### src/rv_defines.svh
/*
 * Widths, reset values and opcodes for the RV32I pipeline.
 * Included by the package and by every RTL module.
 */
`ifndef RV_DEFINES_SVH
`define RV_DEFINES_SVH

// Datapath sizes
`define RV_XLEN        32
`define RV_REG_ADDR_W  5
`define RV_NUM_REGS    32

// Reset state
`define RV_PC_RST_VAL  32'h0000_0000
`define RV_SP_REG      2
`define RV_SP_RST_VAL  32'h0000_0ffc

// Major opcodes handled by the decoder
`define RV_OP_R        7'b0110011
`define RV_OP_I        7'b0010011
`define RV_OP_LOAD     7'b0000011
`define RV_OP_STORE    7'b0100011
`define RV_OP_BRANCH   7'b1100011

`endif

### src/rv_pkg.sv
/*
 * Types shared by the pipeline stages: stage registers, control flags,
 * ALU operations and the data memory request. Imported by every stage.
 */
`include "rv_defines.svh"

package rv_pkg;

    // ALU_ADD must stay at zero so a cleared control word is a plain add
    typedef enum logic [2:0] {
        ALU_ADD,
        ALU_SUB,
        ALU_AND,
        ALU_OR,
        ALU_XOR,
        ALU_SLT,
        ALU_SLL,
        ALU_SRL
    } alu_op_e;

    typedef struct packed {
        logic    reg_write;
        logic    mem_read;
        logic    mem_write;
        logic    mem_to_reg;
        logic    alu_src_imm;
        logic    is_beq;
        logic    is_bne;
        alu_op_e alu_op;
    } ctrl_t;

    typedef struct packed {
        logic                valid;
        logic [`RV_XLEN-1:0] pc;
        logic [`RV_XLEN-1:0] instr;
    } if_id_t;

    typedef struct packed {
        ctrl_t                     ctrl;
        logic [`RV_XLEN-1:0]       pc;
        logic [`RV_REG_ADDR_W-1:0] rs1;
        logic [`RV_REG_ADDR_W-1:0] rs2;
        logic [`RV_REG_ADDR_W-1:0] rd;
        logic [`RV_XLEN-1:0]       a;
        logic [`RV_XLEN-1:0]       b;
        logic [`RV_XLEN-1:0]       imm;
    } id_ex_t;

    typedef struct packed {
        logic                      reg_write;
        logic                      mem_read;
        logic                      mem_write;
        logic                      mem_to_reg;
        logic [`RV_REG_ADDR_W-1:0] rd;
        logic [`RV_XLEN-1:0]       alu_result;
        logic [`RV_XLEN-1:0]       store_data;
    } ex_mem_t;

    typedef struct packed {
        logic                      reg_write;
        logic                      mem_to_reg;
        logic [`RV_REG_ADDR_W-1:0] rd;
        logic [`RV_XLEN-1:0]       alu_result;
        logic [`RV_XLEN-1:0]       load_data;
    } mem_wb_t;

    // Write-back bus, also the second forwarding source
    typedef struct packed {
        logic                      reg_write;
        logic [`RV_REG_ADDR_W-1:0] rd;
        logic [`RV_XLEN-1:0]       data;
    } wb_t;

    typedef struct packed {
        logic                valid;
        logic [`RV_XLEN-1:0] target;
    } redirect_t;

    typedef struct packed {
        logic [`RV_XLEN-1:0] addr;
        logic [`RV_XLEN-1:0] wdata;
        logic                rd_en;
        logic                wr_en;
    } mem_req_t;

endpackage

### src/rv_core.sv
/*
 * Top of the five-stage RV32I pipeline. Connects fetch, decode, execute
 * and result to the instruction and data memory ports.
 */
`timescale 1ns/1ns
`include "rv_defines.svh"

module rv_core import rv_pkg::*; (
    input  logic                clk,
    input  logic                rst,
    output logic [`RV_XLEN-1:0] instr_addr,
    input  logic [`RV_XLEN-1:0] instr_data,
    output mem_req_t            data_req,
    input  logic [`RV_XLEN-1:0] data_rdata
);

    if_id_t    if_id;
    id_ex_t    id_ex;
    ex_mem_t   ex_mem;
    wb_t       wb;
    redirect_t redirect;
    logic      stall;

    rv_fetch fetch0 (
        .clk        (clk),
        .rst        (rst),
        .stall      (stall),
        .redirect   (redirect),
        .instr_addr (instr_addr),
        .instr_data (instr_data),
        .if_id      (if_id)
    );

    rv_decode decode0 (
        .clk      (clk),
        .rst      (rst),
        .if_id    (if_id),
        .wb       (wb),
        .redirect (redirect),
        .stall    (stall),
        .id_ex    (id_ex)
    );

    rv_execute execute0 (
        .clk      (clk),
        .rst      (rst),
        .id_ex    (id_ex),
        .wb       (wb),
        .redirect (redirect),
        .ex_mem   (ex_mem)
    );

    // EX/MEM lives in execute, MEM/WB in result
    rv_result result0 (
        .clk        (clk),
        .rst        (rst),
        .ex_mem     (ex_mem),
        .data_req   (data_req),
        .data_rdata (data_rdata),
        .wb         (wb)
    );

endmodule

### src/rv_decode.sv
/*
 * Decode stage. Decodes control, builds the immediate, reads the register
 * file, detects the load-use hazard and fills the ID/EX register.
 */
`timescale 1ns/1ns
`include "rv_defines.svh"

module rv_decode import rv_pkg::*; (
    input  logic      clk,
    input  logic      rst,
    input  if_id_t    if_id,
    input  wb_t       wb,
    input  redirect_t redirect,
    output logic      stall,
    output id_ex_t    id_ex
);

    logic [6:0]                opcode;
    logic [2:0]                funct3;
    logic [6:0]                funct7;
    logic [`RV_REG_ADDR_W-1:0] rs1;
    logic [`RV_REG_ADDR_W-1:0] rs2;
    logic [`RV_REG_ADDR_W-1:0] rd;
    logic [`RV_XLEN-1:0]       rs1_data;
    logic [`RV_XLEN-1:0]       rs2_data;
    logic [`RV_XLEN-1:0]       imm;
    ctrl_t                     ctrl;
    logic                      bubble;

    assign opcode = if_id.instr[6:0];
    assign rd     = if_id.instr[11:7];
    assign funct3 = if_id.instr[14:12];
    assign rs1    = if_id.instr[19:15];
    assign rs2    = if_id.instr[24:20];
    assign funct7 = if_id.instr[31:25];

    rv_regfile rf0 (
        .clk      (clk),
        .rst      (rst),
        .rs1_addr (rs1),
        .rs2_addr (rs2),
        .rs1_data (rs1_data),
        .rs2_data (rs2_data),
        .wb       (wb)
    );

    // Unsupported encodings decode to a no-op
    always_comb begin
        ctrl = '0;
        case (opcode)
            `RV_OP_R: begin
                ctrl.reg_write = 1'b1;
                case (funct3)
                    3'b000:  ctrl.alu_op = funct7[5] ? ALU_SUB : ALU_ADD;
                    3'b001:  ctrl.alu_op = ALU_SLL;
                    3'b010:  ctrl.alu_op = ALU_SLT;
                    3'b100:  ctrl.alu_op = ALU_XOR;
                    3'b101:  ctrl.alu_op = ALU_SRL;
                    3'b110:  ctrl.alu_op = ALU_OR;
                    3'b111:  ctrl.alu_op = ALU_AND;
                    default: ctrl.reg_write = 1'b0;
                endcase
            end
            `RV_OP_I: begin
                ctrl.reg_write   = (funct3 == 3'b000);
                ctrl.alu_src_imm = 1'b1;
            end
            `RV_OP_LOAD: begin
                ctrl.reg_write   = (funct3 == 3'b010);
                ctrl.mem_read    = (funct3 == 3'b010);
                ctrl.mem_to_reg  = 1'b1;
                ctrl.alu_src_imm = 1'b1;
            end
            `RV_OP_STORE: begin
                ctrl.mem_write   = (funct3 == 3'b010);
                ctrl.alu_src_imm = 1'b1;
            end
            `RV_OP_BRANCH: begin
                ctrl.is_beq = (funct3 == 3'b000);
                ctrl.is_bne = (funct3 == 3'b001);
            end
            default: ctrl = '0;
        endcase
    end

    // I, S or B immediate, sign extended
    always_comb begin
        case (opcode)
            `RV_OP_STORE:  imm = {{20{funct7[6]}}, funct7, rd};
            `RV_OP_BRANCH: imm = {{20{funct7[6]}}, rd[0], funct7[5:0], rd[4:1], 1'b0};
            default:       imm = {{20{funct7[6]}}, funct7, rs2};
        endcase
    end

    // Load in execute whose result is needed here
    assign stall = if_id.valid && id_ex.ctrl.mem_read && (id_ex.rd != '0)
                   && ((id_ex.rd == rs1) || (id_ex.rd == rs2));

    assign bubble = rst || redirect.valid || stall || !if_id.valid;

    always_ff @(posedge clk) begin
        id_ex.pc  <= if_id.pc;
        id_ex.rs1 <= rs1;
        id_ex.rs2 <= rs2;
        id_ex.rd  <= rd;
        id_ex.a   <= rs1_data;
        id_ex.b   <= rs2_data;
        id_ex.imm <= imm;
        if (bubble) begin
            id_ex.ctrl <= '0;
        end else begin
            id_ex.ctrl <= ctrl;
        end
    end

endmodule

### src/rv_execute.sv
/*
 * Execute stage. Forwards operands from EX/MEM and write-back, runs the ALU,
 * resolves beq and bne and fills the EX/MEM register.
 */
`timescale 1ns/1ns
`include "rv_defines.svh"

module rv_execute import rv_pkg::*; (
    input  logic      clk,
    input  logic      rst,
    input  id_ex_t    id_ex,
    input  wb_t       wb,
    output redirect_t redirect,
    output ex_mem_t   ex_mem
);

    logic [`RV_XLEN-1:0] a_fwd;
    logic [`RV_XLEN-1:0] b_fwd;
    logic [`RV_XLEN-1:0] alu_b;
    logic [`RV_XLEN-1:0] alu_result;
    logic                equal;
    ex_mem_t             ex_mem_d;

    // Newest producer first, x0 is never forwarded
    function automatic logic [`RV_XLEN-1:0] fwd_operand(
        input logic [`RV_REG_ADDR_W-1:0] rs,
        input logic [`RV_XLEN-1:0]       reg_val,
        input ex_mem_t                   mem_stage,
        input wb_t                       wb_stage
    );
        logic [`RV_XLEN-1:0] val;
        val = reg_val;
        if (rs != '0) begin
            if (mem_stage.reg_write && (mem_stage.rd == rs)) begin
                val = mem_stage.alu_result;
            end else if (wb_stage.reg_write && (wb_stage.rd == rs)) begin
                val = wb_stage.data;
            end
        end
        return val;
    endfunction

    assign a_fwd = fwd_operand(id_ex.rs1, id_ex.a, ex_mem, wb);
    assign b_fwd = fwd_operand(id_ex.rs2, id_ex.b, ex_mem, wb);
    assign alu_b = id_ex.ctrl.alu_src_imm ? id_ex.imm : b_fwd;

    always_comb begin
        case (id_ex.ctrl.alu_op)
            ALU_ADD: alu_result = a_fwd + alu_b;
            ALU_SUB: alu_result = a_fwd - alu_b;
            ALU_AND: alu_result = a_fwd & alu_b;
            ALU_OR:  alu_result = a_fwd | alu_b;
            ALU_XOR: alu_result = a_fwd ^ alu_b;
            ALU_SLT: alu_result = {{(`RV_XLEN-1){1'b0}}, $signed(a_fwd) < $signed(alu_b)};
            ALU_SLL: alu_result = a_fwd << alu_b[4:0];
            ALU_SRL: alu_result = a_fwd >> alu_b[4:0];
            default: alu_result = a_fwd + alu_b;
        endcase
    end

    // Branches are predicted not taken, so only a taken one redirects
    assign equal           = (a_fwd == b_fwd);
    assign redirect.valid  = (id_ex.ctrl.is_beq && equal) || (id_ex.ctrl.is_bne && !equal);
    assign redirect.target = id_ex.pc + id_ex.imm;

    always_comb begin
        ex_mem_d.reg_write  = id_ex.ctrl.reg_write;
        ex_mem_d.mem_read   = id_ex.ctrl.mem_read;
        ex_mem_d.mem_write  = id_ex.ctrl.mem_write;
        ex_mem_d.mem_to_reg = id_ex.ctrl.mem_to_reg;
        ex_mem_d.rd         = id_ex.rd;
        ex_mem_d.alu_result = alu_result;
        ex_mem_d.store_data = b_fwd;
    end

    always_ff @(posedge clk) begin
        ex_mem <= ex_mem_d;
        if (rst) begin
            ex_mem.reg_write  <= 1'b0;
            ex_mem.mem_read   <= 1'b0;
            ex_mem.mem_write  <= 1'b0;
            ex_mem.mem_to_reg <= 1'b0;
        end
    end

endmodule

### src/rv_fetch.sv
/*
 * Fetch stage. Holds the PC, picks the next PC and fills the IF/ID register.
 * A redirect from execute wins over a stall from decode.
 */
`timescale 1ns/1ns
`include "rv_defines.svh"

module rv_fetch import rv_pkg::*; (
    input  logic                clk,
    input  logic                rst,
    input  logic                stall,
    input  redirect_t           redirect,
    output logic [`RV_XLEN-1:0] instr_addr,
    input  logic [`RV_XLEN-1:0] instr_data,
    output if_id_t              if_id
);

    logic [`RV_XLEN-1:0] pc;
    logic [`RV_XLEN-1:0] pc_next;

    always_comb begin
        if (redirect.valid) begin
            pc_next = redirect.target;
        end else if (stall) begin
            pc_next = pc;
        end else begin
            pc_next = pc + (`RV_XLEN)'(4);
        end
    end

    always_ff @(posedge clk) begin
        if (rst) begin
            pc <= `RV_PC_RST_VAL;
        end else begin
            pc <= pc_next;
        end
    end

    assign instr_addr = pc;

    // IF/ID register, the word fetched on a redirect is dropped
    always_ff @(posedge clk) begin
        if (!stall || redirect.valid) begin
            if_id.pc    <= pc;
            if_id.instr <= instr_data;
        end
        if (rst || redirect.valid) begin
            if_id.valid <= 1'b0;
        end else if (!stall) begin
            if_id.valid <= 1'b1;
        end
    end

endmodule

### src/rv_regfile.sv
/*
 * 32 x 32 register file with two combinational read ports.
 * x0 reads as zero, x2 comes out of reset as the stack pointer.
 */
`timescale 1ns/1ns
`include "rv_defines.svh"

module rv_regfile import rv_pkg::*; (
    input  logic                      clk,
    input  logic                      rst,
    input  logic [`RV_REG_ADDR_W-1:0] rs1_addr,
    input  logic [`RV_REG_ADDR_W-1:0] rs2_addr,
    output logic [`RV_XLEN-1:0]       rs1_data,
    output logic [`RV_XLEN-1:0]       rs2_data,
    input  wb_t                       wb
);

    logic [`RV_XLEN-1:0] regs [`RV_NUM_REGS];
    logic                wr_en;

    // x0 is never written, so it keeps its reset value of zero
    assign wr_en = wb.reg_write && (wb.rd != '0);

    always_ff @(posedge clk) begin
        if (rst) begin
            for (int i = 0; i < `RV_NUM_REGS; i++) begin
                regs[i] <= '0;
            end
            regs[`RV_SP_REG] <= `RV_SP_RST_VAL;
        end else if (wr_en) begin
            regs[wb.rd] <= wb.data;
        end
    end

    // Write-through so decode sees a value written in the same cycle
    assign rs1_data = (wr_en && (wb.rd == rs1_addr)) ? wb.data : regs[rs1_addr];
    assign rs2_data = (wr_en && (wb.rd == rs2_addr)) ? wb.data : regs[rs2_addr];

endmodule

### src/rv_result.sv
/*
 * Memory and write-back stages. Drives the data memory request from EX/MEM,
 * captures the load data in MEM/WB and selects the write-back value.
 */
`timescale 1ns/1ns
`include "rv_defines.svh"

module rv_result import rv_pkg::*; (
    input  logic                clk,
    input  logic                rst,
    input  ex_mem_t             ex_mem,
    output mem_req_t            data_req,
    input  logic [`RV_XLEN-1:0] data_rdata,
    output wb_t                 wb
);

    mem_wb_t mem_wb;

    // Address always comes from the ALU, data memory answers in the same cycle
    assign data_req.addr  = ex_mem.alu_result;
    assign data_req.wdata = ex_mem.store_data;
    assign data_req.rd_en = ex_mem.mem_read;
    assign data_req.wr_en = ex_mem.mem_write;

    always_ff @(posedge clk) begin
        mem_wb.rd         <= ex_mem.rd;
        mem_wb.alu_result <= ex_mem.alu_result;
        mem_wb.load_data  <= data_rdata;
        if (rst) begin
            mem_wb.reg_write  <= 1'b0;
            mem_wb.mem_to_reg <= 1'b0;
        end else begin
            mem_wb.reg_write  <= ex_mem.reg_write;
            mem_wb.mem_to_reg <= ex_mem.mem_to_reg;
        end
    end

    assign wb.reg_write = mem_wb.reg_write;
    assign wb.rd        = mem_wb.rd;
    assign wb.data      = mem_wb.mem_to_reg ? mem_wb.load_data : mem_wb.alu_result;

endmodule

### config.mk
export PLATFORM = sky130hd
export DESIGN_NAME = rv_core
export DESIGN_NICKNAME = d
export VERILOG_FILES = /design/src/rv_pkg.sv /design/src/rv_core.sv /design/src/rv_decode.sv /design/src/rv_execute.sv /design/src/rv_fetch.sv /design/src/rv_regfile.sv /design/src/rv_result.sv
export VERILOG_INCLUDE_DIRS = /design/src
export SDC_FILE = /design/constraint.sdc
export NUM_CORES = 2
export LEC_CHECK = 0
export ABC_AREA = 1
export BUFFER_PORTS_ARGS = -buffer_cell sky130_fd_sc_hd__buf_2
export CAP_MARGIN = 30
export CORE_ASPECT_RATIO = 1.75
export CORE_MARGIN = 2
export CORE_UTILIZATION = 45
export CTS_BUF_LIST = sky130_fd_sc_hd__clkbuf_16
export CTS_CLUSTER_DIAMETER = 30
export DETAILED_ROUTE_END_ITERATION = 10
export MAX_ROUTING_LAYER = met4
export PLACE_DENSITY = 0.59
export SLEW_MARGIN = 15
export SYNTH_ARGS = -nofsm -noshare
export SYNTH_HDL_FRONTEND = slang
export SYNTH_SLANG_ARGS = --single-unit
### constraint.sdc
create_clock -name clk -period 5.1 [get_ports clk]
set_input_delay 0.51 -clock clk [delete_from_list [all_inputs] [get_ports clk]]
set_output_delay 0.51 -clock clk [all_outputs]
set_load 0.1 [all_outputs]
==> qor.txt <==
Status - complete, no violations
Cells after Synth - 10100
Synthesized flop and latch total - 1409
CTS Buf Count - 247
Num Clock Sinks - 1409
Die Ht - 561 um
Clock Skew - 0.0510 ns
Fillers - 16500
Post-DP HPWL - 236000 um
Grt met2 use - 0.654
PortBufs - 163
DRC viols - 0
Lkg Pwr - 0.0377 uW
Top_reg_cell synth - edfxtp_1
Fin area - 0.0924 mm2
Max FO, Critical Path - 32
Initial antenna violation count - 23
Placed Area - 0.0830 mm2
Number of global-route vias before repair - 77300
Fin crit share - 0.949
Clock root buffer - clkbuf_16
Fin crit period - 4.84 ns
Setup Buffers After CTS - 0
Num rows - 204
Most frequent cells in the layout - 2737 x nor2_1, 1481 x o21ai_0, 1088 x edfxtp_1
Max Cap Viol - 0
CP peak stage delay - 0.49 ns
Nets - 10300
Layout cell share with drive strength beyond 1 - 0.107
Worst Max-Slew Pin Slew - 1.13 ns
Hold Crit Class - in2reg
CP startpoint kind - flip-flop
Worst slack, placed - -0.0619 ns
Post-DRT Antenna Nets - 0
# IOs - 164
Most common cell after layout, fill and taps aside - nor2_1
Library cells used by synthesis - 63
Die area - 0.181 mm2
Final TNS setup - 0 ns
Area grow syn2layout - 16.0%
Routed WL - 367000 um
WHS Path Cells - 2
Register area share after synthesis - 0.491
Synth warn - 0
Routed wire length per instance - 29.3 um
Post-synth EDFFs - 1088
Critical path capture point type - flip-flop
Synth async-reset ratio - 0
Total GRT Usage - 0.408
RSZ-0062 raised after global routing - no
Drt first pass iters - 9
Max Fclk - 0.207 GHz
Worst EP required - 5.85 ns
GRT overflow - 0
CTS max path bufs - 4
CP top delay family - simple AND/OR/NAND/NOR gates
Layer with the highest usage - met2
Peak supply drop - 0.376 mV
First-pass GRT wire length - 522000 um
WP data arrival - 5.59 ns
Initial core utilization - 0.452
Die X-Extent - 322 um
RePlAce Congestion - 1.07
Worst slew margin - 0.248
Crit path max-delay cell type - dfxtp_1
Kind of critical path - reg2reg
DR vias/cell - 6.35
Stages on worst setup path - 26
Final Instance Count excl. Fillers - 12600
CTS tree - done
Largest net degree at the start of global routing - 152
Fin. Hold Viols - 0
Endpoints failing setup - 0
CP bufs+invs - 5
M1 GR Usage - 0.425
Fin worst setup slack - 0.261 ns
Via count - 79700
FF-to-FF path depth - 26
Placed Instances - 12000
Worst-path clk slew - 0.05 ns
Synth Cell Area - 0.0797 mm2
Setup slack, reg-to-reg - 0.26 ns
Iteration-0 DRC Markers - 10100
Skew-Pair Late Insertion Delay - 0.90 ns
Syn_area_per_cell - 7.87 um2
Core area - 0.176 mm2
PwrDens - 435 mW/mm2
Most Frequent Cell on Critical Path - nand2_1
Max Slew Vio Count - 0
H-tree depth - 4
Met3 Usage GRT - 0.0882
[worst paths after layout]
kind	to	from
setup / recovery	execute0.ex_mem[61]	result0.wb[34]
hold / removal	result0.mem_wb[24]	data_rdata[24]
hold reg to reg	decode0.id_ex[111]	fetch0.if_id[32]
setup reg to reg	execute0.ex_mem[61]	result0.wb[34]
[report_power, final]
| part | leakage [uW] | internal [uW] | total, uW | switching [uW] |
|---|---|---|---|---|
| combinational | 0.0196 | 2020 | 9080 | 7060 |
| sequential | 0.0138 | 13100 | 13900 | 811 |
| clock | 0.00424 | 10800 | 17200 | 6490 |
[kinds of logic (layout without fill, tap and decap cells)]
| logic type | after synthesis | after routing | share of synthesized area |
|---|---|---|---|
| compound gates | 2577 | 2577 | 0.181 |
| fa+ha+maj | 132 | 132 | 0.0210 |
| buf+inv | 1364 | 1484 | 0.0694 |
| xor+xnor | 87 | 87 | 0.00957 |
| flops | 1409 | 1409 | 0.491 |
| other cells | 1 | 54 | 0.0000471 |
| mux | 1 | 1 | 0.000126 |
| simple gates | 4549 | 4549 | 0.228 |
[repair_timing]
action	4_1_cts	5_1_grt
setup endpoints to repair	2	14
gates resized for setup	1	13
hold buffers	65	0
hold endpoints to repair	79	0
[stage by stage]
stage	hold WS (ns)	total power, uW	utilization
after floorplan	0.323	19300	-
after global placement	0.324	22500	0.470
after detailed placement	0.327	22700	0.472
after CTS	0.244	39900	0.524
after global routing	0.266	41100	0.525
final	0.268	40200	0.525
[metal layers]
metal,part of all wire,vias to the layer above
met5,0,-
met4,0.10,0
met3,0.10,1925
met2,0.47,5552
met1,0.32,37600
li1,-,34600
[cell usage after synthesis, drive strengths merged, types with 20 or more instances]
master | number | area (um2)
nand2 | 1147 | 4350
ha | 129 | 1610
xor2 | 72 | 631
o221ai | 71 | 622
nor3 | 43 | 226
a21oi | 224 | 1140
clkbuf | 720 | 2700
o21a | 35 | 263
dfxtp | 321 | 6430
nor2 | 2747 | 10400
o32ai | 24 | 210
inv | 472 | 1770
nand4 | 63 | 394
nand3 | 522 | 2660
o22ai | 579 | 3620
edfxtp | 1088 | 32700
buf | 168 | 1040
o211ai | 20 | 150
o21ai | 1542 | 7740
[layout make-up]
class | count | area (um2) | share of cell area
Antenna cell | 22 | 55.1 | 0.000596
Clock inverter | 195 | 2160 | 0.0233
Inverter | 476 | 1830 | 0.0198
Tap cell | 2266 | 2840 | 0.0307
Multi-Input combinational cell | 7378 | 35500 | 0.384
Clock buffer | 258 | 6460 | 0.0699
Sequential cell | 1409 | 39100 | 0.423
Timing Repair Buffer | 555 | 4490 | 0.0485
[registers in the layout, indices dropped and copies added (netlist names), named ones only]
signal,cells
decode0.id_ex,134
decode0.rf0.regs,1024
execute0.ex_mem,73
fetch0.if_id,65
fetch0.instr_addr,32
result0.mem_wb,65
result0.wb,6
Note: power is estimated with default switching activity, not from simulation.
